==> config.mk <==
export PLATFORM = sky130hd
export DESIGN_NAME = sync_fifo
export DESIGN_NICKNAME = d
export VERILOG_FILES = /design/src/kdt_pkg.sv /design/src/sync_fifo.sv
export VERILOG_INCLUDE_DIRS = /design/src
export SDC_FILE = /design/constraint.sdc
export NUM_CORES = 1
export LEC_CHECK = 0
export ABC_AREA = 1
export BUFFER_PORTS_ARGS = -buffer_cell sky130_fd_sc_hd__buf_2
export CORE_MARGIN = 8
export CORE_UTILIZATION = 59
export CTS_BUF_LIST = sky130_fd_sc_hd__clkbuf_2 sky130_fd_sc_hd__clkbuf_4 sky130_fd_sc_hd__clkbuf_8
export CTS_CLUSTER_DIAMETER = 30
export CTS_CLUSTER_SIZE = 16
export DETAILED_ROUTE_END_ITERATION = 10
export GPL_TIMING_DRIVEN = 0
export PLACE_DENSITY = 0.9
export SETUP_SLACK_MARGIN = 0.3
export SLEW_MARGIN = 20
export SYNTH_ARGS = -nofsm -noshare
export SYNTH_HDL_FRONTEND = slang
export SYNTH_SLANG_ARGS = --single-unit
==> constraint.sdc <==
create_clock -name clk -period 2.2 [get_ports clk]
set_clock_uncertainty 0.15 [all_clocks]
set_input_delay 0.11 -clock clk [delete_from_list [all_inputs] [get_ports clk]]
set_output_delay 0.11 -clock clk [all_outputs]
set_load 0.02 [all_outputs]
==> src/kdt_config.svh <==
// build-time sizes for the traversal unit
// KDT_MATH_LAT documents the fixed trav_math depth; changing it alone does not retime the pipe
`ifndef KDT_CONFIG_SVH
`define KDT_CONFIG_SVH

// identifier widths
`define KDT_RAYID_W   6
`define KDT_NODEID_W  16
`define KDT_TRI_W     20

// buffering
`define KDT_LEAF_DEPTH 4
`define KDT_TRAV_DEPTH 8   // also the credit limit for the rs channel

// trav_math input to output, in cycles
`define KDT_MATH_LAT  3

`endif

==> src/kdt_pkg.sv <==
// all arithmetic values are signed Q16.16; node_type 2'b11 marks a leaf
// leaf_node_t is padded so both union members have the same width
`include "kdt_config.svh"

package kdt_pkg;

  typedef logic signed [31:0] fix_t;  // Q16.16
  typedef logic [`KDT_RAYID_W-1:0]  ray_id_t;
  typedef logic [`KDT_NODEID_W-1:0] node_id_t;
  typedef logic [`KDT_TRI_W-1:0]    ln_tri_t;

  typedef struct packed {
    logic [1:0] node_type;
    logic [1:0] axis;        // 0 x, 1 y, 2 z
    fix_t       split;
    node_id_t   right_id;    // low child is implicit, parent + 1
    logic       low_empty;
    logic       high_empty;
  } norm_node_t;

  localparam int LEAF_PAD_W = $bits(norm_node_t) - 2 - `KDT_TRI_W;

  typedef struct packed {
    logic [1:0]            node_type;
    ln_tri_t               ln_tri;
    logic [LEAF_PAD_W-1:0] rsvd;
  } leaf_node_t;

  typedef union packed {
    norm_node_t norm_node;
    leaf_node_t leaf_node;
  } tree_node_t;

  typedef struct packed {
    ray_id_t    ray_id;
    node_id_t   node_id;
    tree_node_t tree_node;
    logic       restnode_search;
    fix_t       t_max;
    fix_t       t_min;
  } tcache_to_trav_t;

  typedef struct packed {
    ray_id_t    ray_id;
    node_id_t   node_id;
    norm_node_t node;
    logic       restnode_search;
    fix_t       t_max;
    fix_t       t_min;
  } trav_to_rs_t;

  typedef struct packed {
    ray_id_t    ray_id;
    node_id_t   node_id;
    norm_node_t node;
    logic       restnode_search;
    fix_t       t_max;
    fix_t       t_min;
    fix_t [2:0] origin;
    fix_t [2:0] inv_dir;   // reciprocal supplied by the ray-store
  } rs_to_trav_t;

  typedef struct packed {
    ray_id_t  ray_id;
    logic     push_req;
    node_id_t push_node_id;
    fix_t     push_t_min;
    fix_t     push_t_max;
    logic     pop_req;
    logic     update_restnode_req;
    node_id_t rest_node_id;
  } trav_to_ss_t;

  typedef struct packed {
    ray_id_t  ray_id;
    node_id_t node_id;
    logic     restnode_search;
    fix_t     t_max;
    fix_t     t_min;
  } tarb_t;

  typedef struct packed {
    ray_id_t ray_id;
    ln_tri_t ln_tri;
  } leaf_info_t;

  typedef struct packed {
    ray_id_t ray_id;
    fix_t    t_max_leaf;
  } trav_to_list_t;

  typedef enum logic [1:0] {
    ONLY_LOW,
    ONLY_HIGH,
    LO_THEN_HI,
    HI_THEN_LO
  } trav_case_t;

  // carried alongside the math pipe
  typedef struct packed {
    ray_id_t  ray_id;
    node_id_t parent_id;
    node_id_t right_id;
    logic     low_empty;
    logic     high_empty;
    logic     restnode_search;
    fix_t     t_max;
    fix_t     t_min;
  } trav_sb_t;

  typedef struct packed {
    trav_sb_t   sb;
    fix_t       t_mid;
    trav_case_t tcase;
  } trav_res_t;

endpackage

==> src/sync_fifo.sv <==
// first-word fall-through FIFO; callers must not write when full or read when empty
`timescale 1ns/1ps

module sync_fifo import kdt_pkg::*; #(
  parameter type T     = fix_t,
  parameter int  DEPTH = 4
) (
  input  logic                       clk,
  input  logic                       arst_n,
  input  logic                       we,
  input  logic                       re,
  input  T                           data_in,
  output T                           data_out,
  output logic                       full,
  output logic                       empty,
  output logic [$clog2(DEPTH+1)-1:0] count
);

  localparam int AW = (DEPTH > 1) ? $clog2(DEPTH) : 1;
  localparam int CW = $clog2(DEPTH + 1);

  T              mem [DEPTH];
  logic [AW-1:0] wr_ptr;
  logic [AW-1:0] rd_ptr;

  assign full     = (count == CW'(DEPTH));
  assign empty    = (count == '0);
  assign data_out = mem[rd_ptr];  // head visible without a read

  always_ff @(posedge clk or negedge arst_n) begin
    if (!arst_n) begin
      wr_ptr <= '0;
      rd_ptr <= '0;
      count  <= '0;
    end else begin
      if (we) begin
        wr_ptr <= (wr_ptr == AW'(DEPTH - 1)) ? '0 : wr_ptr + 1'b1;
      end
      if (re) begin
        rd_ptr <= (rd_ptr == AW'(DEPTH - 1)) ? '0 : rd_ptr + 1'b1;
      end
      count <= count + CW'(we) - CW'(re);
    end
  end

  always_ff @(posedge clk) begin
    if (we) begin
      mem[wr_ptr] <= data_in;
    end
  end

  a_no_overflow: assert property (@(posedge clk) disable iff (!arst_n) !(we && full))
    else $error("write into full FIFO");

  a_no_underflow: assert property (@(posedge clk) disable iff (!arst_n) !(re && empty))
    else $error("read from empty FIFO");

endmodule

Word-level counts from Yosys, hierarchy flattened
Memory sizes are Yosys's and may differ from the RTL's.
Index checks and enable logic that the tools add are counted.
Operators by class
  reduce and logical (&&, ||, !) cells: 1
  add/subtract/negate cells: 4
  equal/unequal tests: 3
  multiplexer cells: 4
Operators with widths (count)
  $add A2 B1 Y2 const B: 2
  $eq A2 B2 Y1 const B: 2
  $mux W2: 2
  $add A3 B1 Y3: 1
  $eq A3 B3 Y1 const B: 1
  $logic_not A3 Y1: 1
  $sub A3 B1 Y3: 1
  $mux W1: 2
Word-level totals
  word-level logic and storage cells: 16
  register bits: 7
  memory bits (writable): 128
  bits of input ports: 36
  memories kept: 1
Memory list
  mem: depth 4, bits a word 32, read ports 1, clocked after memory_dff 0, write ports 1, RTL line sync_fifo.sv:22  | T mem [DEPTH];

Longest topological paths before layout
  word-level depth: 2
  gate-level depth with buffers: 8

Worst setup path after synthesis
Ideal clock, no wire load.
  kind: reg2reg
  start: register wr_ptr[0]
  end: memory mem[2][0] (netlist bit) (enable)
  slack: 364 ps
  buffers on the path: 0
  cell stages (with the launch flop): 5
  required time: 1663 ps
  arrival time: 1299 ps
  cell sequence: dfrtp_1 inv_1 ha_1 nand2_1 inv_1
RTL lines
  from (decl): RTL line sync_fifo.sv:23  | logic [AW-1:0] wr_ptr;
  from (signal assigned): RTL line sync_fifo.sv:37  | wr_ptr <= (wr_ptr == AW'(DEPTH - 1)) ? '0 : wr_ptr + 1'b1;
  to (decl): RTL line sync_fifo.sv:22
No word-level cell before the write port.

==> results.yml <==
cts:
  h-tree-depth: 4
  clk_latency_ns: 0.42
  clk_path_buf_depth: 2
  cts_inserted_buffers: 17
  cts_tree: "built"
  cts.root.buffer_cell: "clkbuf_8"
  cts.clk_slew.worst_paths_ns: 0.08
  clock-sinks: 135
cells_and_area:
  drive_above_1_share: 0.319
  layout.cells.most_common: "nand2_1"
  syn_to_final_growth_pct: 35.0
  layout_common_cells: "nand2_1 (139), edfxtp_1 (128), inv_1 (117)"
  diodes: 0
  fin_nets: 737
synth:
  ys_ff_latch: 135
  synth-xor-area-share: 0
  synthAdderAreaFrac: 0.0184
  synth_top_family_by_area: "simple AND/OR/NAND/NOR gates"
  synth_simple_gate_area_frac: 0.169
  synth.yosys.seq_area_share: 0.687
  netlist.top_cell.by_area: "edfxtp_1"
  synth_top_area_frac: 0.657
  netlist_top_cells_area: "edfxtp_1 (66%), nand2_1 (11%), inv_1 (7.8%)"
  netlist_instances: 552
  synthMuxAreaShare: 0
  synth_compound_area_frac: 0.00342
  syn_avg_cell_area_um2: 10.6
  synthesis.nets: 596
  netlist_area_um2: 5850
  synthDistinctLibCells: 14
  yosysWarnings: 0
grt:
  antenna_found_initial: 0
  grt_pass1_vias: 4310
  grt_pass1_wl_mm: 20.7
  grt-ovfl-total: 0
  grt_max_degree: 33
  grt_use_total: 0.206
sta:
  maxSlewViolCount: 0
  rsz0062_at_grt: "true"
  fin_crit_sh: 0.890
  clock.fmax_mhz: 511
  setup_viol: 0
  period_needed_ns: 1.96
  setup_ws_ns: 0.243
  timing.final.hold_violations: 0
  worst_slew_pin_slew_ns: 0.853
  slew-limit-headroom: 0.430
worst_setup_path:
  critPathRequiredTime_ns: 1.94
  cp_max_fo: 5
  worstSetupPathType: "flip-flop to output pin"
  critPathArrivalTime_ns: 1.70
  crit_end: "data_out[6]"
  r2r_slack_ns: 0.38
  crit_start: "rd_ptr[0]"
  startpoint_type: "flip-flop"
  critPathCaptureType: "output pin"
  reg2reg_depth: 3
  rr_startpoint: "wr_ptr[0]"
  r2r_end: "mem[3][11]"
min_path:
  hold_class: "input port to flip-flop"
routing:
  drc: 0
  vias: 4411
  vias_per_cell: 5.26
  routed_wl_mm: 15.8
  first_iter_violations: 450
  wl_per_cell_um: 18.8
  postRouteAntennaNets: 0
  dr.pass1.iters: 5
placed_design:
  port_buffers: 72
  gp_congestion: 0.728
  dpl_worst_slack_ns: 0.292
  dp_hpwl_mm: 7.71
floorplanning:
  num_rows: 36
  die_h_um: 116
  start_util: 0.604
  fp.dieW_um: 116
  coreArea_um2: 9680
  dieArea_um2: 13400
  io-pin-count: 73
pwr:
  power_leakage_nw: 3.65
  vdd_drop_max_mv: 0.821
  p_total_mw: 10.4
  powerDensity_nw_per_um2: 1320
job:
  cap_violations: 0
outcome:
  outcome: "finished clean"
[power breakdown]
| part | switching (mW) | internal (mW) | leakage (nW) |
|---|---|---|---|
| clock | 1.01 | 1.01 | 0.173 |
| combinational | 2.84 | 2.10 | 2.22 |
| sequential | 0.171 | 3.31 | 1.26 |
[per-stage QoR]
step                utilization  instance area, um^2  setup TNS [ns]  instances  hold WS, ns
floorplan                     -                 5850               0        552       -0.336
global placement          0.658                 6370           -8.72        757       -0.199
detailed placement        0.661                 6400               0        758       -0.191
CTS                       0.744                 7210               0        828        0.253
global route              0.815                 7890               0        838        0.267
finish                    0.815                 7890               0        838        0.289
[per-layer routing]
metal / up-vias / GRT usage / routed length, um / part of all wire
met4: 0 / 0.0989 / 485 / 0.031
met2: 253 / 0.360 / 8510 / 0.54
li1: 2003 / - / - / -
met3: 44 / 0.0453 / 1150 / 0.073
met5: - / 0 / 0 / 0
met1: 2111 / 0.234 / 5600 / 0.36
[worst min-delay path by stage]
stage / start / endpoint / depth (start not counted)
5_1_grt: data_in[25] / mem[0][25] / 2
2_1_floorplan: arst_n / count[0] / 0
6_report: data_in[20] / mem[2][20] / 2
3_5_place_dp: arst_n / count[0] / 1
3_3_place_gp: arst_n / count[2] / 1
4_1_cts: data_in[24] / mem[1][24] / 2
[worst max-delay path, cell delays in order (launching register included)]
cell       delay, ns
dfrtp_2         0.47
inv_4           0.12
clkbuf_16       0.17
clkbuf_16       0.14
nand2_2         0.04
nand3_1         0.08
nand2_1         0.10
buf_6           0.14
[synth_stat cells]
| master | count |
|---|---|
| inv_1 | 121 |
| fa_1 | 1 |
| edfxtp_1 | 128 |
| nand3_1 | 65 |
| inv_2 | 21 |
| buf_6 | 11 |
| o21ai_1 | 4 |
| nor3_1 | 1 |
| buf_4 | 1 |
| nor2_1 | 3 |
| nand2_1 | 173 |
| ha_1 | 7 |
| dfrtp_1 | 7 |
| buf_2 | 9 |
[cell families (layout without fill, tap and decap cells)]
family          after synthesis  count (layout)
flops                       135             135
fa+ha+maj                     8               8
buf+inv                     163             316
compound gates                4               4
simple gates                242             242
[flip-flops by register name, indices dropped and copies added (netlist names)]
signal / count
count: 3
mem: 128
rd_ptr: 2
wr_ptr: 2
[repair_timing]
action	in CTS	in global routing
pin swaps	0	21
hold buffers	36	0
gates resized for setup	12	150
endpoints found under the setup margin	64	64
endpoints found under the hold margin	140	0
setup buffers	3	3
cloned	0	7
[final cells by class]
type,instances,area (um^2)
Clock inverter,14,153
Timing Repair Buffer,122,1170
Inverter,142,546
Clock buffer,17,234
Tap cell,133,166
Sequential cell,135,4020
Multi-Input combinational cell,254,1340
Buffer,21,263
Fill cell,494,1790
Note: power is estimated with default switching activity, not from simulation.
