<file path="src/kdt_config.svh">
// build-time sizes for the traversal unit
// KDT_MATH_LAT documents the fixed trav_math depth; changing it alone does not retime the pipe
`ifndef KDT_CONFIG_SVH
`define KDT_CONFIG_SVH

// identifier widths
`define KDT_RAYID_W   6
`define KDT_NODEID_W  16
`define KDT_TRI_W     20

// buffering
`define KDT_LEAF_DEPTH 4
`define KDT_TRAV_DEPTH 8   // also the credit limit for the rs channel

// trav_math input to output, in cycles
`define KDT_MATH_LAT  3

`endif

</file>
<file path="src/kdt_pkg.sv">
// all arithmetic values are signed Q16.16; node_type 2'b11 marks a leaf
// leaf_node_t is padded so both union members have the same width
`include "kdt_config.svh"

package kdt_pkg;

  typedef logic signed [31:0] fix_t;  // Q16.16
  typedef logic [`KDT_RAYID_W-1:0]  ray_id_t;
  typedef logic [`KDT_NODEID_W-1:0] node_id_t;
  typedef logic [`KDT_TRI_W-1:0]    ln_tri_t;

  typedef struct packed {
    logic [1:0] node_type;
    logic [1:0] axis;        // 0 x, 1 y, 2 z
    fix_t       split;
    node_id_t   right_id;    // low child is implicit, parent + 1
    logic       low_empty;
    logic       high_empty;
  } norm_node_t;

  localparam int LEAF_PAD_W = $bits(norm_node_t) - 2 - `KDT_TRI_W;

  typedef struct packed {
    logic [1:0]            node_type;
    ln_tri_t               ln_tri;
    logic [LEAF_PAD_W-1:0] rsvd;
  } leaf_node_t;

  typedef union packed {
    norm_node_t norm_node;
    leaf_node_t leaf_node;
  } tree_node_t;

  typedef struct packed {
    ray_id_t    ray_id;
    node_id_t   node_id;
    tree_node_t tree_node;
    logic       restnode_search;
    fix_t       t_max;
    fix_t       t_min;
  } tcache_to_trav_t;

  typedef struct packed {
    ray_id_t    ray_id;
    node_id_t   node_id;
    norm_node_t node;
    logic       restnode_search;
    fix_t       t_max;
    fix_t       t_min;
  } trav_to_rs_t;

  typedef struct packed {
    ray_id_t    ray_id;
    node_id_t   node_id;
    norm_node_t node;
    logic       restnode_search;
    fix_t       t_max;
    fix_t       t_min;
    fix_t [2:0] origin;
    fix_t [2:0] inv_dir;   // reciprocal supplied by the ray-store
  } rs_to_trav_t;

  typedef struct packed {
    ray_id_t  ray_id;
    logic     push_req;
    node_id_t push_node_id;
    fix_t     push_t_min;
    fix_t     push_t_max;
    logic     pop_req;
    logic     update_restnode_req;
    node_id_t rest_node_id;
  } trav_to_ss_t;

  typedef struct packed {
    ray_id_t  ray_id;
    node_id_t node_id;
    logic     restnode_search;
    fix_t     t_max;
    fix_t     t_min;
  } tarb_t;

  typedef struct packed {
    ray_id_t ray_id;
    ln_tri_t ln_tri;
  } leaf_info_t;

  typedef struct packed {
    ray_id_t ray_id;
    fix_t    t_max_leaf;
  } trav_to_list_t;

  typedef enum logic [1:0] {
    ONLY_LOW,
    ONLY_HIGH,
    LO_THEN_HI,
    HI_THEN_LO
  } trav_case_t;

  // carried alongside the math pipe
  typedef struct packed {
    ray_id_t  ray_id;
    node_id_t parent_id;
    node_id_t right_id;
    logic     low_empty;
    logic     high_empty;
    logic     restnode_search;
    fix_t     t_max;
    fix_t     t_min;
  } trav_sb_t;

  typedef struct packed {
    trav_sb_t   sb;
    fix_t       t_mid;
    trav_case_t tcase;
  } trav_res_t;

endpackage

</file>
<file path="src/trav_math.sv">
// fixed 3-cycle pipe, no stall; SB must carry t_max and t_min fields
// t_mid saturates to the Q16.16 range, axis 3 is treated as z
`timescale 1ns/1ps

module trav_math import kdt_pkg::*; #(
  parameter type SB = trav_sb_t
) (
  input  logic       clk,
  input  logic       arst_n,
  input  logic       in_valid,
  input  fix_t [2:0] origin,
  input  fix_t [2:0] inv_dir,
  input  logic [1:0] axis,
  input  fix_t       split,
  input  SB          sb_in,
  output logic       out_valid,
  output fix_t       t_mid,
  output trav_case_t tcase,
  output SB          sb_out
);

  localparam fix_t FIX_MAX = 32'sh7fff_ffff;
  localparam fix_t FIX_MIN = 32'sh8000_0000;

  logic [1:0] ax;
  fix_t       org_c;
  fix_t       inv_c;

  logic               s1_valid;
  logic signed [32:0] s1_diff;   // one extra bit so split - origin cannot wrap
  fix_t               s1_inv;
  logic               s1_near_low;
  SB                  s1_sb;

  logic signed [64:0] prod;
  logic signed [48:0] scaled;
  fix_t               rnd;

  logic       s2_valid;
  fix_t       s2_tmid;
  logic       s2_near_low;
  SB          s2_sb;
  trav_case_t cls;

  assign ax    = (axis == 2'd3) ? 2'd2 : axis;
  assign org_c = origin[ax];
  assign inv_c = inv_dir[ax];

  // stage 1, subtract and pick the near side
  always_ff @(posedge clk) begin
    s1_diff     <= 33'(split) - 33'(org_c);
    s1_inv      <= inv_c;
    s1_near_low <= (org_c < split) || ((org_c == split) && !inv_c[31]);
    s1_sb       <= sb_in;
  end

  // stage 2, Q16.16 product with round half up
  assign prod   = s1_diff * s1_inv;
  assign scaled = 49'((prod + 65'sd32768) >>> 16);

  always_comb begin
    if (scaled > FIX_MAX) begin
      rnd = FIX_MAX;
    end else if (scaled < FIX_MIN) begin
      rnd = FIX_MIN;
    end else begin
      rnd = fix_t'(scaled);
    end
  end

  always_ff @(posedge clk) begin
    s2_tmid     <= rnd;
    s2_near_low <= s1_near_low;
    s2_sb       <= s1_sb;
  end

  // stage 3, classify against the ray interval
  always_comb begin
    if (s2_tmid < 0 || s2_tmid >= s2_sb.t_max) begin
      cls = s2_near_low ? ONLY_LOW : ONLY_HIGH;   // plane behind or past the segment
    end else if (s2_tmid <= s2_sb.t_min) begin
      cls = s2_near_low ? ONLY_HIGH : ONLY_LOW;   // far side only
    end else begin
      cls = s2_near_low ? LO_THEN_HI : HI_THEN_LO;
    end
  end

  always_ff @(posedge clk) begin
    t_mid  <= s2_tmid;
    tcase  <= cls;
    sb_out <= s2_sb;
  end

  always_ff @(posedge clk or negedge arst_n) begin
    if (!arst_n) begin
      s1_valid  <= 1'b0;
      s2_valid  <= 1'b0;
      out_valid <= 1'b0;
    end else begin
      s1_valid  <= in_valid;
      s2_valid  <= s1_valid;
      out_valid <= s2_valid;
    end
  end

  // rounding and saturation never flip the sign of the product
  a_tmid_sign: assert property (@(posedge clk) disable iff (!arst_n)
    s1_valid |-> !((prod > 0 && rnd < 0) || (prod < 0 && rnd > 0)))
    else $error("t_mid sign differs from the product sign");

endmodule

</file>
<file path="config.mk">
export PLATFORM = sky130hd
export DESIGN_NAME = trav_math
export DESIGN_NICKNAME = d
export VERILOG_FILES = /design/src/kdt_pkg.sv /design/src/trav_math.sv
export VERILOG_INCLUDE_DIRS = /design/src
export SDC_FILE = /design/constraint.sdc
export NUM_CORES = 2
export LEC_CHECK = 0
export ABC_CLOCK_PERIOD_IN_PS = 10500
export BUFFER_PORTS_ARGS = -buffer_cell sky130_fd_sc_hd__buf_2
export CAP_MARGIN = 20
export CELL_PAD_IN_SITES_DETAIL_PLACEMENT = 1
export CELL_PAD_IN_SITES_GLOBAL_PLACEMENT = 1
export CORE_ASPECT_RATIO = 0.6
export CORE_MARGIN = 3
export CORE_UTILIZATION = 49
export CTS_CLUSTER_DIAMETER = 200
export DETAILED_ROUTE_END_ITERATION = 10
export GPL_ROUTABILITY_DRIVEN = 0
export PLACE_DENSITY_LB_ADDON = 0.1
export SLEW_MARGIN = 25
export SYNTH_ARGS = -nofsm -noshare
export SYNTH_HDL_FRONTEND = slang
export SYNTH_SLANG_ARGS = --single-unit
export TNS_END_PERCENT = 100
</file>
<file path="constraint.sdc">
create_clock -name clk -period 10.5 [get_ports clk]
set_input_delay 2.1 -clock clk [delete_from_list [all_inputs] [get_ports clk]]
set_output_delay 2.1 -clock clk [all_outputs]
set_load 0.01 [all_outputs]
</file>
Word level (Yosys, flattened, before mapping)
Index checks and enable logic that the tools add are counted. W data, S select, Z words.

Register bits: 451. Bits of input ports: 334. Logic and storage cells: 61. Output and inout bits: 140.

Equal/unequal tests: 2. $lt $le $gt $ge: 7. Muxes and demuxes: 11. Reductions and logical operators: 4. Multiply operators: 1. Add/subtract/negate cells: 2.

Operators with widths (number): $bmux W32 S2 (2); $mux W32 (3); $add A65 B17 Y65 const B (1); $mul A33 B32 Y65 (1); $gt A49 B32 Y1 const B (1); $lt A49 B32 Y1 const B (1); $sub A32 B32 Y33 (1); $eq A32 B32 Y1 (1); $ge A32 B32 Y1 (1); $le A32 B32 Y1 (1); $lt A32 B1 Y1 const B (1); $lt A32 B32 Y1 (1); $mux W2 (3); $lt A2 B3 Y1 const B (1); $mux W1 (3); $eq A2 B2 Y1 const B (1); $logic_or A1 B1 Y1 (2); $logic_and A1 B1 Y1 (1); $logic_not A1 Y1 (1).

Depth between registers and ports, before layout
Word-level depth: 7. Gate-level depth with buffers: 30. Gate-level depth less buffers: 28.

Worst setup path after synthesis
Ideal clock, no wire load.

Kind: reg2reg. Start point: register s1_diff[32]. End point: register s2_tmid[2]. Data arrival time: 8.850 ns. Data required time: 10.413 ns. Setup time: 0.087 ns. Slack: 1.563 ns. Stages on the path, launching flop included: 30. Buffers on the path: 3. Clock period less this slack: 8.937 ns. Path through: dfxtp_1 clkbuf_1 nand2_1 inv_1 fa_1 fa_1 fa_1 inv_1 fa_1 inv_1 fa_1 fa_1 inv_1 fa_1 inv_1 fa_1 ha_1 clkbuf_1 nand2_1 or3_1 nor4b_1 and2_1 a211oi_1 o21a_1 xnor2_1 nand2_1 or4_1 o41a_1 buf_6 o31ai_1.

Longest elaborated chain between the ends: 4. Elaborated cells between the ends (all ways): 5. Classes of those cells: add/sub (1); mul (1); order compare (2); mux (1).

RTL lines: from (decl) (line trav_math.sv:30) `logic signed [32:0] s1_diff;`; from (signal assigned) (line trav_math.sv:51) `s1_diff <= 33'(split) - 33'(org_c);`; $mul A33 B32 Y65 * (line trav_math.sv:58) `assign prod = s1_diff * s1_inv;`; $add A65 B17 Y65 * (line trav_math.sv:59) `assign scaled = 49'((prod + 65'sd32768) >>> 16);`; $lt A49 B32 Y1 (line trav_math.sv:64) `end else if (scaled < FIX_MIN) begin`; $mux W32 (line trav_math.sv:64); to (signal assigned) (line trav_math.sv:72) `s2_tmid <= rnd;`; to (decl) (line trav_math.sv:40) `fix_t s2_tmid;`.

Mark *: on every way between the ends. The rest lies on a longest branch, timed or not. A chain may end at the register's enable or synchronous reset.

Worst setup path after layout
Start point: register s1_diff[32]. End point: register s2_tmid[8].

Same word-level chain as after synthesis.

==> results.cfg <==
[critical_path]
r2r_cells = 25
cp-start-kind = register
arrival_ns = 10.40
cp_top_family = adder cells
crit_fanout = 31
crit-reg2reg-launch = s1_diff[32]
rrSetupSlack_ns = 0.61
crit_buf_inv = 5
r2r-end = s2_tmid[8]
worstSetupEndpoint = s2_tmid[8]
crit_top_cell = fa_1
max_stage_delay_ns = 0.77
critPathRequiredTime_ns = 11.02
slowest_stage = fa_1
end_kind = register
cp-startpoint = s1_diff[32]
path_depth = 25
worst-setup-path-type = reg2reg

[timing]
finalHoldViolCount = 0
layout_worst_path_cycle_share_pct = 94.15
min_period_ns = 9.886
worst_pin_slew_ns = 1.147
fmax_mhz = 101.2
final.setup.tns_ns = 0
finalMaxSlewViolations = 0
setup_viol = 0
relSlewSlack_pct = 23.41
timing.clock.skew_ns = 0.03584
rsz0062_at_grt = false

[final_layout]
final_common_cell = fa_1
nets = 7164
drive_gt1_share_pct = 12.01
post-route-util_pct = 54.90
synthToLayoutAreaGrowth_pct = 9.858
fill_cells = 11410
final_cell_mix = 1113 x fa_1, 1031 x inv_1, 574 x nand2_1, 546 x and2_1, 471 x buf_2

[status]
outcome = finished clean

[run]
maxCapViolCount = 0

[yosys]
synth_edf_count = 0
synth_nets = 6814
ys_types = 66
synth_area_um2 = 50820
ys_ff_latch = 451
yosysWarningCount = 0
synth.avg_cell_area_um2 = 9.982
synthFlopType = dfxtp_1
syn_inst = 5091
ys_seq_area_share_pct = 17.80
synthArstFlopShare_pct = 0.6652

[clock_network]
cts-buffers-inserted = 41
post_cts_buffers = 0
cts_resized = 0
path_clk_slew_ns = 0.08
cts-root-buf = clkbuf_16
cts_max_level = 2
clock-sinks = 451
cts_hold_buffers = 0
clk_path_buf_depth = 3
clock_latency_ns = 0.61
cts_tree = yes

[die]
die_h_um = 255.5
die_area_um2 = 107700
start_util_pct = 49.98
coreArea_um2 = 101700
rows = 90
io_pins = 474
die_w_um = 421.8

[placed_design]
port_buffers = 473
dpl.hpwl_mm = 131.5

[grt]
grt_max_degree = 81
grt_pass1_wl_mm = 247.9
grt_pass1_vias = 41060
track_usage_pct = 30.00
grt_antenna_before_repair = 3
gr-total-overflow = 0

[detailed_routing]
post-route-drc-count = 0
drtIter0Drc = 2272
first_pass_iters = 5
wl_per_cell_um = 23.03
dr_total_vias = 36180
ant_nets = 0
viasPerCell = 5.278
totalWireLength_mm = 157.9

[min_path]
hp-class = reg2reg
-- worst min-delay path by stage --
stage                      from          end  slack (ns)  cells past startpoint
global route          s1_sb[61]    s2_sb[61]        0.32                      0
global placement      s1_sb[65]    s2_sb[65]        0.31                      0
CTS                   s1_sb[55]    s2_sb[55]        0.30                      0
finish                s2_sb[97]   sb_out[97]        0.30                      0
detailed placement    s1_sb[22]    s2_sb[22]        0.31                      0
floorplan           s1_near_low  s2_near_low        0.31                      0
-- metrics by stage --
step	cell area [um^2]	instances	hold slack (ns)	worst slack, ns
finish	55830	6855	0.3006	0.6139
global route	55820	6853	0.3167	0.2516
CTS	55820	6852	0.3009	0.5780
detailed placement	54490	6778	0.3135	0.5630
global placement	54490	6778	0.3096	0.7776
floorplan	50820	5091	0.3096	1.563
-- area by class of cell --
type | count | area [um^2] | area share [%]
diodes | 3 | 7.507 | 0.01345
flip-flops and latches | 451 | 9066 | 16.24
well taps | 1380 | 1727 | 3.093
clock buffers | 58 | 1140 | 2.042
repair buffers | 552 | 2965 | 5.312
clock inverters | 16 | 187.7 | 0.3362
multi-input cells | 3364 | 36860 | 66.03
inverters | 1031 | 3870 | 6.932
-- worst reg2reg max path, delay by kind of cell, from the launching register on --
family | cells | cell delay (ns)
flip-flops | 1 | 0.45
buffers and inverters | 5 | 0.86
adder cells (fa/ha/maj) | 9 | 4.82
XOR/XNOR | 1 | 0.13
AND/OR/NAND/NOR | 5 | 1.59
AO/OA/AOI/OAI | 5 | 1.93
-- sequential cells by signal (all words and copies together), names as in the netlist, 2 cells and up --
name	count
s2_tmid	32
s1_inv	32
s1_sb	105
t_mid	32
s1_diff	33
sb_out	105
tcase	2
s2_sb	105
-- cells in the mapped netlist (5+ instances only) --
cell / n / area [um^2]
xor2_1: 24 / 210.2
and2_1: 546 / 3416
a21boi_0: 10 / 75.07
inv_1: 1031 / 3870
o211ai_1: 8 / 60.06
nor4_1: 6 / 37.54
nand3_1: 25 / 125.1
buf_1: 8 / 30.03
clkbuf_1: 220 / 825.8
buf_6: 5 / 56.30
nand4_1: 45 / 281.5
nand2b_1: 20 / 125.1
ha_1: 276 / 3453
xnor2_1: 70 / 613.1
o21bai_1: 17 / 127.6
nor2_1: 99 / 371.6
fa_1: 1113 / 22280
a31oi_1: 11 / 68.82
o31ai_1: 6 / 45.04
nand2_1: 574 / 2155
o21a_1: 22 / 165.2
nor3_1: 20 / 100.1
dfxtp_1: 448 / 8969
o21ai_0: 110 / 550.5
or3_1: 6 / 37.54
a21oi_1: 140 / 700.7
nor2b_1: 9 / 56.30
clkbuf_8: 7 / 96.34
mux2i_1: 65 / 650.6
a21o_1: 65 / 488.0
a211oi_1: 13 / 97.59
-- metal layers --
layer  wire length [um]  GRT usage [%]  vias to the layer above
li1                   -              -                    15860
met1              70690          43.47                    18930
met2              68770          45.11                     1233
met3              15490          8.800                      151
met4               2939          5.630                        0
met5                  0              0                        -
-- kinds of logic (layout without fill, tap and decap cells) --
| kind of cell | Yosys count | count (layout) | synth area share, % |
|---|---|---|---|
| AOI/OAI and AO/OA | 438 | 438 | 5.358 |
| xor gates and xnor gates | 94 | 94 | 1.620 |
| adders and majority gates | 1389 | 1389 | 50.64 |
| and+or+nand+nor | 1378 | 1378 | 13.64 |
| other | 0 | 3 | 0 |
| DFF | 451 | 451 | 17.80 |
| buffers and inverters | 1276 | 1657 | 9.664 |
| muxes | 65 | 65 | 1.280 |
Power is left out: the tool's default activity adds up to more than one toggle a clock period on the data nets, which glitch-free logic cannot reach.
