File: config.mk
export PLATFORM = sky130hd
export DESIGN_NAME = vs_buf
export DESIGN_NICKNAME = d
export VERILOG_FILES = /design/src/kdt_pkg.sv /design/src/vs_buf.sv
export VERILOG_INCLUDE_DIRS = /design/src
export SDC_FILE = /design/constraint.sdc
export NUM_CORES = 1
export LEC_CHECK = 0
export BUFFER_PORTS_ARGS = -buffer_cell sky130_fd_sc_hd__buf_2
export CAP_MARGIN = 20
export CELL_PAD_IN_SITES_DETAIL_PLACEMENT = 1
export CELL_PAD_IN_SITES_GLOBAL_PLACEMENT = 2
export CORE_ASPECT_RATIO = 1.25
export CORE_UTILIZATION = 41
export DETAILED_ROUTE_END_ITERATION = 6
export GPL_TIMING_DRIVEN = 0
export HOLD_SLACK_MARGIN = 0.05
export PLACE_DENSITY_LB_ADDON = 0.1
export SLEW_MARGIN = 20
export SYNTH_ARGS = -nofsm -noshare
export SYNTH_HDL_FRONTEND = slang
export SYNTH_SLANG_ARGS = --single-unit
File: constraint.sdc
create_clock -name clk -period 3.3 [get_ports clk]
set_input_delay 0.99 -clock clk [delete_from_list [all_inputs] [get_ports clk]]
set_output_delay 0.99 -clock clk [all_outputs]
set_load 0.01 [all_outputs]
File: src/kdt_config.svh
// build-time sizes for the traversal unit
// KDT_MATH_LAT documents the fixed trav_math depth; changing it alone does not retime the pipe
`ifndef KDT_CONFIG_SVH
`define KDT_CONFIG_SVH

// identifier widths
`define KDT_RAYID_W   6
`define KDT_NODEID_W  16
`define KDT_TRI_W     20

// buffering
`define KDT_LEAF_DEPTH 4
`define KDT_TRAV_DEPTH 8   // also the credit limit for the rs channel

// trav_math input to output, in cycles
`define KDT_MATH_LAT  3

`endif

File: src/kdt_pkg.sv
// all arithmetic values are signed Q16.16; node_type 2'b11 marks a leaf
// leaf_node_t is padded so both union members have the same width
`include "kdt_config.svh"

package kdt_pkg;

  typedef logic signed [31:0] fix_t;  // Q16.16
  typedef logic [`KDT_RAYID_W-1:0]  ray_id_t;
  typedef logic [`KDT_NODEID_W-1:0] node_id_t;
  typedef logic [`KDT_TRI_W-1:0]    ln_tri_t;

  typedef struct packed {
    logic [1:0] node_type;
    logic [1:0] axis;        // 0 x, 1 y, 2 z
    fix_t       split;
    node_id_t   right_id;    // low child is implicit, parent + 1
    logic       low_empty;
    logic       high_empty;
  } norm_node_t;

  localparam int LEAF_PAD_W = $bits(norm_node_t) - 2 - `KDT_TRI_W;

  typedef struct packed {
    logic [1:0]            node_type;
    ln_tri_t               ln_tri;
    logic [LEAF_PAD_W-1:0] rsvd;
  } leaf_node_t;

  typedef union packed {
    norm_node_t norm_node;
    leaf_node_t leaf_node;
  } tree_node_t;

  typedef struct packed {
    ray_id_t    ray_id;
    node_id_t   node_id;
    tree_node_t tree_node;
    logic       restnode_search;
    fix_t       t_max;
    fix_t       t_min;
  } tcache_to_trav_t;

  typedef struct packed {
    ray_id_t    ray_id;
    node_id_t   node_id;
    norm_node_t node;
    logic       restnode_search;
    fix_t       t_max;
    fix_t       t_min;
  } trav_to_rs_t;

  typedef struct packed {
    ray_id_t    ray_id;
    node_id_t   node_id;
    norm_node_t node;
    logic       restnode_search;
    fix_t       t_max;
    fix_t       t_min;
    fix_t [2:0] origin;
    fix_t [2:0] inv_dir;   // reciprocal supplied by the ray-store
  } rs_to_trav_t;

  typedef struct packed {
    ray_id_t  ray_id;
    logic     push_req;
    node_id_t push_node_id;
    fix_t     push_t_min;
    fix_t     push_t_max;
    logic     pop_req;
    logic     update_restnode_req;
    node_id_t rest_node_id;
  } trav_to_ss_t;

  typedef struct packed {
    ray_id_t  ray_id;
    node_id_t node_id;
    logic     restnode_search;
    fix_t     t_max;
    fix_t     t_min;
  } tarb_t;

  typedef struct packed {
    ray_id_t ray_id;
    ln_tri_t ln_tri;
  } leaf_info_t;

  typedef struct packed {
    ray_id_t ray_id;
    fix_t    t_max_leaf;
  } trav_to_list_t;

  typedef enum logic [1:0] {
    ONLY_LOW,
    ONLY_HIGH,
    LO_THEN_HI,
    HI_THEN_LO
  } trav_case_t;

  // carried alongside the math pipe
  typedef struct packed {
    ray_id_t  ray_id;
    node_id_t parent_id;
    node_id_t right_id;
    logic     low_empty;
    logic     high_empty;
    logic     restnode_search;
    fix_t     t_max;
    fix_t     t_min;
  } trav_sb_t;

  typedef struct packed {
    trav_sb_t   sb;
    fix_t       t_mid;
    trav_case_t tcase;
  } trav_res_t;

endpackage

File: src/vs_buf.sv
// skid buffer: stall_us is a register output, one cycle latency, full throughput
`timescale 1ns/1ps

module vs_buf import kdt_pkg::*; #(
  parameter type T = fix_t
) (
  input  logic clk,
  input  logic arst_n,
  input  logic valid_us,
  input  T     data_us,
  output logic stall_us,
  output logic valid_ds,
  output T     data_ds,
  input  logic stall_ds
);

  logic out_valid;
  logic skid_valid;
  T     out_data;
  T     skid_data;
  logic out_free;

  assign out_free = ~out_valid | ~stall_ds;  // output slot empty or leaving

  always_ff @(posedge clk or negedge arst_n) begin
    if (!arst_n) begin
      out_valid  <= 1'b0;
      skid_valid <= 1'b0;
    end else if (out_free) begin
      out_valid  <= skid_valid | valid_us;  // upstream is held off while skid is full
      skid_valid <= 1'b0;
    end else if (valid_us && !skid_valid) begin
      skid_valid <= 1'b1;                    // catch the item that missed the stall
    end
  end

  always_ff @(posedge clk) begin
    if (out_free) begin
      out_data <= skid_valid ? skid_data : data_us;
    end
    if (!out_free && valid_us && !skid_valid) begin
      skid_data <= data_us;
    end
  end

  assign stall_us = skid_valid;
  assign valid_ds = out_valid;
  assign data_ds  = out_data;

endmodule

======== Yosys cells after proc, flatten, opt, wreduce, memory -nomap -nowiden ========
Cells that the tools add are included.
word-level totals
  bits of input ports ..................... 36
  logic and storage cells ................. 17
  register bits after elaboration ......... 66
cells by class
  multiplexer cells ....................... 3
  reductions and logical operators ........ 6
  bitwise logic cells ..................... 4
operators with widths
  operator            count
  32-bit 2-to-1 mux   1
  1-bit logical AND   3
  1-bit zero test     2
  1-bit 2-to-1 mux    2
  1-bit inverter      2
  1-bit OR            2
  2-bit nonzero test  1

======== Longest topological paths before layout ========
Gate-level depths: netlist of the first run.
  word-level depth ........................ 5
  mapped depth ............................ 3
  depth with buffers taken out ............ 1

======== Worst setup path before layout of the first run ========
Ideal clock, no wire load.
  path type ............................... input to register
  start point ............................. input valid_us
  end point ............................... register skid_data[0] (netlist bit), enable pin
  data required time ...................... 2.908 ns
  slack ................................... 1.028 ns
  library setup time ...................... 0.392 ns
  stages on the path ...................... 1
  path buffers ............................ 0
  data arrival time ....................... 1.880 ns
  cell sequence ........................... and4b_1
on the way
  word-level cells in the longest chain between the ends .. 2
ends and longest elaborated chain
  what                             RTL line      RTL
  start: declaration               vs_buf.sv:9   input logic valid_us,
  1-bit logical AND (2 in series)  vs_buf.sv:41  if (!out_free && valid_us && !skid_valid) begin
  end signal: assignment           vs_buf.sv:42  skid_data <= data_us;
  end: declaration                 vs_buf.sv:20  T skid_data;
Every way passes these cells.
A chain may end at the register's enable or synchronous reset.

======== Worst setup path in the final report of the first run ========
  start point ............................. register out_valid (netlist: valid_ds)
  end point ............................... output valid_ds
RTL lines
  what                      RTL line      RTL
  start: declaration        vs_buf.sv:17  logic out_valid;
  start signal: assignment  vs_buf.sv:30  out_valid <= skid_valid | valid_us;
  end: declaration          vs_buf.sv:12  output logic valid_ds,
No word-level cell between the ends.

==> qor.txt, run 1 <==
outcome = finished clean
Die Y = 89.8 microns
CP top delay family = flip-flops
Buffers & Inverters on Critical Path = 1
YS warnings = 0
RSZ-0062 raised after global routing = false
Die Area = 6490 sq um
Final Cell Area = 3190 sq um
1st-iter DRT viols = 49
post-layout min period = 1.90 ns
leakage power = 0.00128 uW
largest net degree at the start of global routing = 33
TritonCTS clock tree = built
CP endpoint kind = output port
Post-Syn Instances = 106
clock sinks = 66
CP Max Fanout = 5
Synth top area share = 76.0%
CTS Buf Count = 9
Horiz. Die Dim = 72.2 microns
Tot GR Track Use = 14.7%
Setup CP Type = reg -> out
Avg WL per Cell = 16.0 microns
initial antenna violation count = 0
Port Buffers = 69
CP max stage cell = dfrtp_1
clock skew = 0.00874 ns
vias after detailed routing = 1273
nets = 223
Hold Crit Class = in -> async
TritonRoute pass-1 iters = 4
count of cell types in the netlist = 10
Max Slew Vio Count = 0
register area share after synthesis = 78.0%
Least-Margin Pin Slew = 0.817 ns
core area = 5860 sq um
Synth Area per Inst = 23.9 sq um
Pwr Density = 576 nW/um^2
relative slew slack = 45.4%
routed wire length = 4400 microns
Sum Neg Setup Slack = 0 ns
period utilization = 57.6%
# IOs = 70
startpoint types = flop
buffer levels on the longest clock path = 2
ant diodes = 0
Final Core Density = 54.5%
Layout fillers = 562
DPL Wire Length = 3010 microns
#FFs+latches synth = 66
CP cell instances = buf_2
max_cap viols = 0
hold_buf cts = 0
gr ovfl total = 0
most area-consuming cells after synthesis = edfxtp_1 76%, mux2_4 16%, mux2_2 2.2%
setup repair bufs after CTS = 0
Crit path largest cell delay = 0.43 ns
gpl congestion = 0.679
Reg clk slew, reported paths = 0.06 ns
Cell Area, Synth = 2530 sq um
fmax = 0.526 GHz
post-cts sizing count = 0
placed cell areas = 3010 sq um
Max VDD drop = 0.000301 V
# H-tree levels = 3
Area growth syn-to-layout = 26.3%
initial cell density of the core = 43.2%
first-pass GRT wire length = 7000 microns
FP Rows = 31
Root Driver = clkbuf_8
vias per cell = 4.65
Worst EP required = 2.31 ns
commonest non-fill, non-tap cell in the layout = buf_2
vias in the first global route = 1372
Worst EP arrival = 0.91 ns
Final Setup Violations = 0
Fin. Hold Viols = 0
Routed Antenna Nets = 0
most frequent cells in the layout = 69 x buf_2, 64 x edfxtp_1, 27 x mux2_4, 9 x clkbuf_8, 5 x mux2_2
drt drc = 0
post-synth net total = 142
layout cell share with drive strength beyond 1 = 63.0%
Worst-Skew Late Latency = 0.33 ns
Yosys top cell by area = edfxtp_1
[sequential cells by signal, summed over array words and instances, names as in the netlist]
name and flops:
skid_data 32, data_ds 32, valid_ds 1, stall_us 1
[layer usage]
layer  vias up  global-route usage, %  share of wire, %
met5         -                      0                 0
met4         0                   6.37               1.4
met3         7                   4.82               5.8
met2        52                   24.8                54
met1       631                   16.8                39
li1        583                      -                 -
[Yosys cell counts]
master     n
a211o_1    1
and4b_1    1
buf_12     2
buf_6      2
dfrtp_1    2
edfxtp_1  64
mux2_2     5
mux2_4    27
nand2_1    1
o211a_1    1
[cell families (layout without fill, tap and decap cells)]
family | count (synthesis) | after routing | share of synthesized area [%]
AO/OA/AOI/OAI | 2 | 2 | 0.742
buffers and inverters | 4 | 90 | 2.47
flip-flops | 66 | 66 | 78.0
multiplexers | 32 | 32 | 18.3
AND/OR/NAND/NOR | 2 | 2 | 0.544
[where the power goes]
| group | internal, uW | leakage (uW) | total (uW) | switching (uW) |
|---|---|---|---|---|
| clock network | 342 | 0.0000874 | 631 | 289 |
| logic | 107 | 0.000554 | 203 | 95.5 |
| registers | 991 | 0.000638 | 1010 | 15.7 |
[through the flow]
| step | hold WS [ns] | power [uW] | cells | setup slack [ns] |
|---|---|---|---|---|
| floorplan | 0.523 | 1140 | 106 | 1.03 |
| finish | 0.440 | 1840 | 274 | 1.40 |
| CTS | 0.422 | 1870 | 274 | 1.38 |
| global placement | 0.527 | 1220 | 257 | 0.556 |
| global route | 0.420 | 1910 | 274 | 1.34 |
| detailed placement | 0.535 | 1230 | 258 | 1.09 |
[worst paths after layout]
| kind | slack (ns) | depth (start not counted) | end | from |
|---|---|---|---|---|
| worst max-delay path | 1.40 | 1 | valid_ds | valid_ds |
| min in group clk | 0.55 | 1 | data_ds[17] | skid_data[17] |
| max in group asynchronous | 2.76 | 1 | stall_us | arst_n |
| worst max register to register | 1.49 | 4 | skid_data[25] | stall_us |
| worst min register to register | 0.55 | 1 | data_ds[17] | skid_data[17] |
| worst min-delay path | 0.44 | 1 | valid_ds | arst_n |
[cell type report]
cell class                 count  area [sq um]  share of cell area [%]
clock inverter                 6          57.6                    1.80
timing repair buffer          70           373                    11.7
tap                           82           103                    3.21
multi-input combinational     36           498                    15.6
buffer                         4          62.6                    1.96
sequential                    66          1970                    61.8
clock buffer                  10           128                    4.00
Note: power is estimated with default switching activity, not from simulation.
==> inputs of run 2 (changes only) <==
--- a/config.mk
+++ b/config.mk
@@ -6,12 +6,13 @@
 export SDC_FILE = /design/constraint.sdc
 export NUM_CORES = 1
 export LEC_CHECK = 0
+export ABC_AREA = 1
 export BUFFER_PORTS_ARGS = -buffer_cell sky130_fd_sc_hd__buf_2
 export CAP_MARGIN = 20
 export CELL_PAD_IN_SITES_DETAIL_PLACEMENT = 1
 export CELL_PAD_IN_SITES_GLOBAL_PLACEMENT = 2
 export CORE_ASPECT_RATIO = 1.25
-export CORE_UTILIZATION = 41
+export CORE_UTILIZATION = 30
 export DETAILED_ROUTE_END_ITERATION = 6
 export GPL_TIMING_DRIVEN = 0
 export HOLD_SLACK_MARGIN = 0.05
==> constraint.sdc (replaced) <==
create_clock -name clk -period 1.65 [get_ports clk]
set_input_delay 0.495 -clock clk [delete_from_list [all_inputs] [get_ports clk]]
set_output_delay 0.495 -clock clk [all_outputs]
set_load 0.01 [all_outputs]
==> qor.txt, run 2 <==
YS warnings = 0 (unchanged)
TritonCTS clock tree = built
vias after detailed routing = 1565 (+23%)
Pwr Density = 1160 nW/um^2 (+100%)
Routed Antenna Nets = 0 (unchanged)
vias in the first global route = 1627 (+19%)
initial antenna violation count = 0 (unchanged)
leakage power = 0.00137 uW (+7.1%)
Post-Syn Instances = 176 (+66%)
most numerous cell in the Yosys netlist = nand2_1
commonest non-fill, non-tap cell in the layout = nand2_1
buffer levels on the longest clock path = 2 (unchanged)
startpoint types = flop
Crit path largest cell delay = 0.44 ns (about the same)
nets = 296 (+33%)
layout cell share with drive strength beyond 1 = 38.9% (-24 points)
Final Cell Area = 3190 sq um (-0.12%)
Buffers & Inverters on Critical Path = 1 (unchanged)
count of cell types in the netlist = 9 (-1)
Reg clk slew, reported paths = 0.07 ns (about the same)
Worst-Skew Late Latency = 0.33 ns (about the same)
Fin. Hold Viols = 0 (unchanged)
largest net degree at the start of global routing = 37 (+12%)
max_cap viols = 0 (unchanged)
Synth Area in XOR/XNOR = 0% (unchanged)
CP Max Fanout = 2 (-3)
Root Driver = clkbuf_8
Final Setup Violations = 0 (unchanged)
clock skew = 0.00927 ns (+0.000528 ns)
register area share after synthesis = 80.1% (+2.1 points)
period utilization = 86.8%
Die Area = 8580 sq um (+32%)
Avg WL per Cell = 14.4 microns (-10%)
gpl congestion = 0.632 (-7.0%)
Synth Area in Adders = 0% (unchanged)
most frequent cells in the layout = 88 x nand2_1, 69 x buf_2, 64 x edfxtp_1, 10 x nand2_2, 9 x clkbuf_8
post-synth net total = 212 (+49%)
relative slew slack = 77.7% (+32 points)
hold_ws = 0.349 ns (-0.0905 ns)
# IOs = 70 (unchanged)
core area = 7880 sq um (+35%)
Most used DFF post-synth = edfxtp_1
Worst EP required = 1.15 ns (-1.16 ns)
power consumption = 3700 uW (+100%)
CP max stage cell = dfrtp_1
CP top delay family = flip-flops
Port Buffers = 69 (unchanged)
Yosys top cell by area = edfxtp_1
clock sinks = 66 (unchanged)
Least-Margin Pin Slew = 0.335 ns (-0.482 ns)
gr ovfl total = 0 (unchanged)
TritonRoute pass-1 iters = 4 (unchanged)
DPL Wire Length = 3260 microns (+8.2%)
#FFs+latches synth = 66 (unchanged)
CP Depth = 1 (unchanged)
RSZ-0062 raised after global routing = false
initial cell density of the core = 31.2% (-12 points)
fmax = 0.698 GHz
first-pass GRT wire length = 8420 microns (+20%)
Max Slew Vio Count = 0 (unchanged)
drt drc = 0 (unchanged)
1st-iter DRT viols = 55 (+12%)
Worst EP arrival = 0.94 ns (+0.03 ns)
FFs w/ async S/R, synth = 3.03% (unchanged)
Cell Area, Synth = 2460 sq um (-2.6%)
worst r2r path cells = 5 (+1)
post-layout min period = 1.43 ns
Setup CP Type = reg -> out
Hold Crit Class = in -> reg
largest family of logic cells by synthesized area = simple AND/OR/NAND/NOR gates
Min-Delay Path Depth = 1
Horiz. Die Dim = 83.0 microns (+15%)
placed cell areas = 2950 sq um (-1.9%)
multiplexer area fraction after synthesis = 0% (-18 points)
CP endpoint kind = output port
# H-tree levels = 3 (unchanged)
CP cell instances = buf_2
routed wire length = 5190 microns (+18%)
vias per cell = 4.35 (-6.4%)
Synth Area per Inst = 14.0 sq um (-41%)
simple logic cell fraction of the synthesized area = 16.6% (+16 points)
outcome = finished clean
Area growth syn-to-layout = 29.5%
ant diodes = 0 (unchanged)
Synth top area share = 78.0% (+2.0 points)
FP Rows = 36 (+16%)
Max VDD drop = 0.000470 V (+56%)
most area-consuming cells after synthesis = edfxtp_1 78%, nand2_1 14%, nand2_2 2.5%
Die Y = 103 microns (+15%)
Tot GR Track Use = 13.2% (-1.6 points)
CTS Buf Count = 9 (unchanged)
complex-gate fraction of the synthesized area = 0% (-0.74 points)
EDFF count, synth = 64 (unchanged)
Post-synth top cells = 89 x nand2_1, 64 x edfxtp_1, 10 x nand2_2
==> run 2: cell count changes in the layout (fill, tap and decap cells not counted), sizes merged, moves of 2 or more <==
cell      delta
buf          +4
clkbuf       +2
clkinvlp     -2
mux2        -32
nand2       +98
nor2         +4
==> run 2: cells by family (layout without fill, tap and decap cells) <==
group / after synthesis / after routing
and+or+nand+nor: 102 / 103
DFF: 66 / 66
buffers and inverters: 8 / 96
==> run 2: where the power goes <==
group | switching (uW) | internal [uW]
combinational | 248 | 164
clock | 578 | 688
sequential | 31.7 | 1990
total | 858 | 2840
==> run 2: path summary, 6_finish.rpt <==
path,startpoint,endpoint,slack [ns]
max reg2reg,stall_us,skid_data[27],0.26
min in group asynchronous,arst_n,stall_us,0.48
max,valid_ds,valid_ds,0.22
max in group asynchronous,arst_n,valid_ds,1.08
min reg2reg,skid_data[1],data_ds[1],0.52
min,data_us[19],skid_data[19],0.35
==> run 2: repair_timing <==
item | CTS | global route
setup endpoints to repair | 32 | 32
endpoints found under the hold margin | 2 | 0
pin swaps | 1 | 2
buffers inserted | 0 | 2
cloned | 1 | 0
gates resized for setup | 1 | 0
hold buffers | 1 | 0
==> run 2: final cells by class <==
| class | count | area (sq um) |
|---|---|---|
| Fill cell | 860 | 4690 |
| Sequential cell | 66 | 1970 |
| Multi-Input combinational cell | 103 | 443 |
| Timing Repair Buffer | 72 | 395 |
| Clock buffer | 12 | 135 |
| Tap cell | 95 | 119 |
| Buffer | 7 | 71.3 |
| Clock inverter | 4 | 42.5 |
| Inverter | 1 | 11.3 |
==> run 2: layer usage <==
metal | vias to the layer above | routed length [microns] | global-route usage (%) | part of all wire, %
met5 | - | 0 | 0 | 0
li1 | 760 | - | - | -
met1 | 752 | 2230 | 15.3 | 43
met2 | 44 | 2580 | 21.9 | 50
met4 | 0 | 119 | 7.96 | 2.3
met3 | 9 | 263 | 3.81 | 5.1
==> run 2: metrics by stage <==
step	setup slack [ns]	cells	util, %	TNS (ns)
6_report	0.218	360	40.5	0
5_1_grt	0.180	360	40.5	0
4_1_cts	0.00506	358	40.0	0
3_5_place_dp	-0.471	340	37.4	-15.03
3_3_place_gp	-0.486	340	37.4	-15.50
2_1_floorplan	0.0477	176	-	0
==> run 2: worst reg2reg max path, stage by stage (launching register included) <==
cell and delay, ns:
dfrtp_1 0.39, buf_6 0.15, inv_8 0.07, nand2_1 0.14
nor2_4 0.16, buf_12 0.17
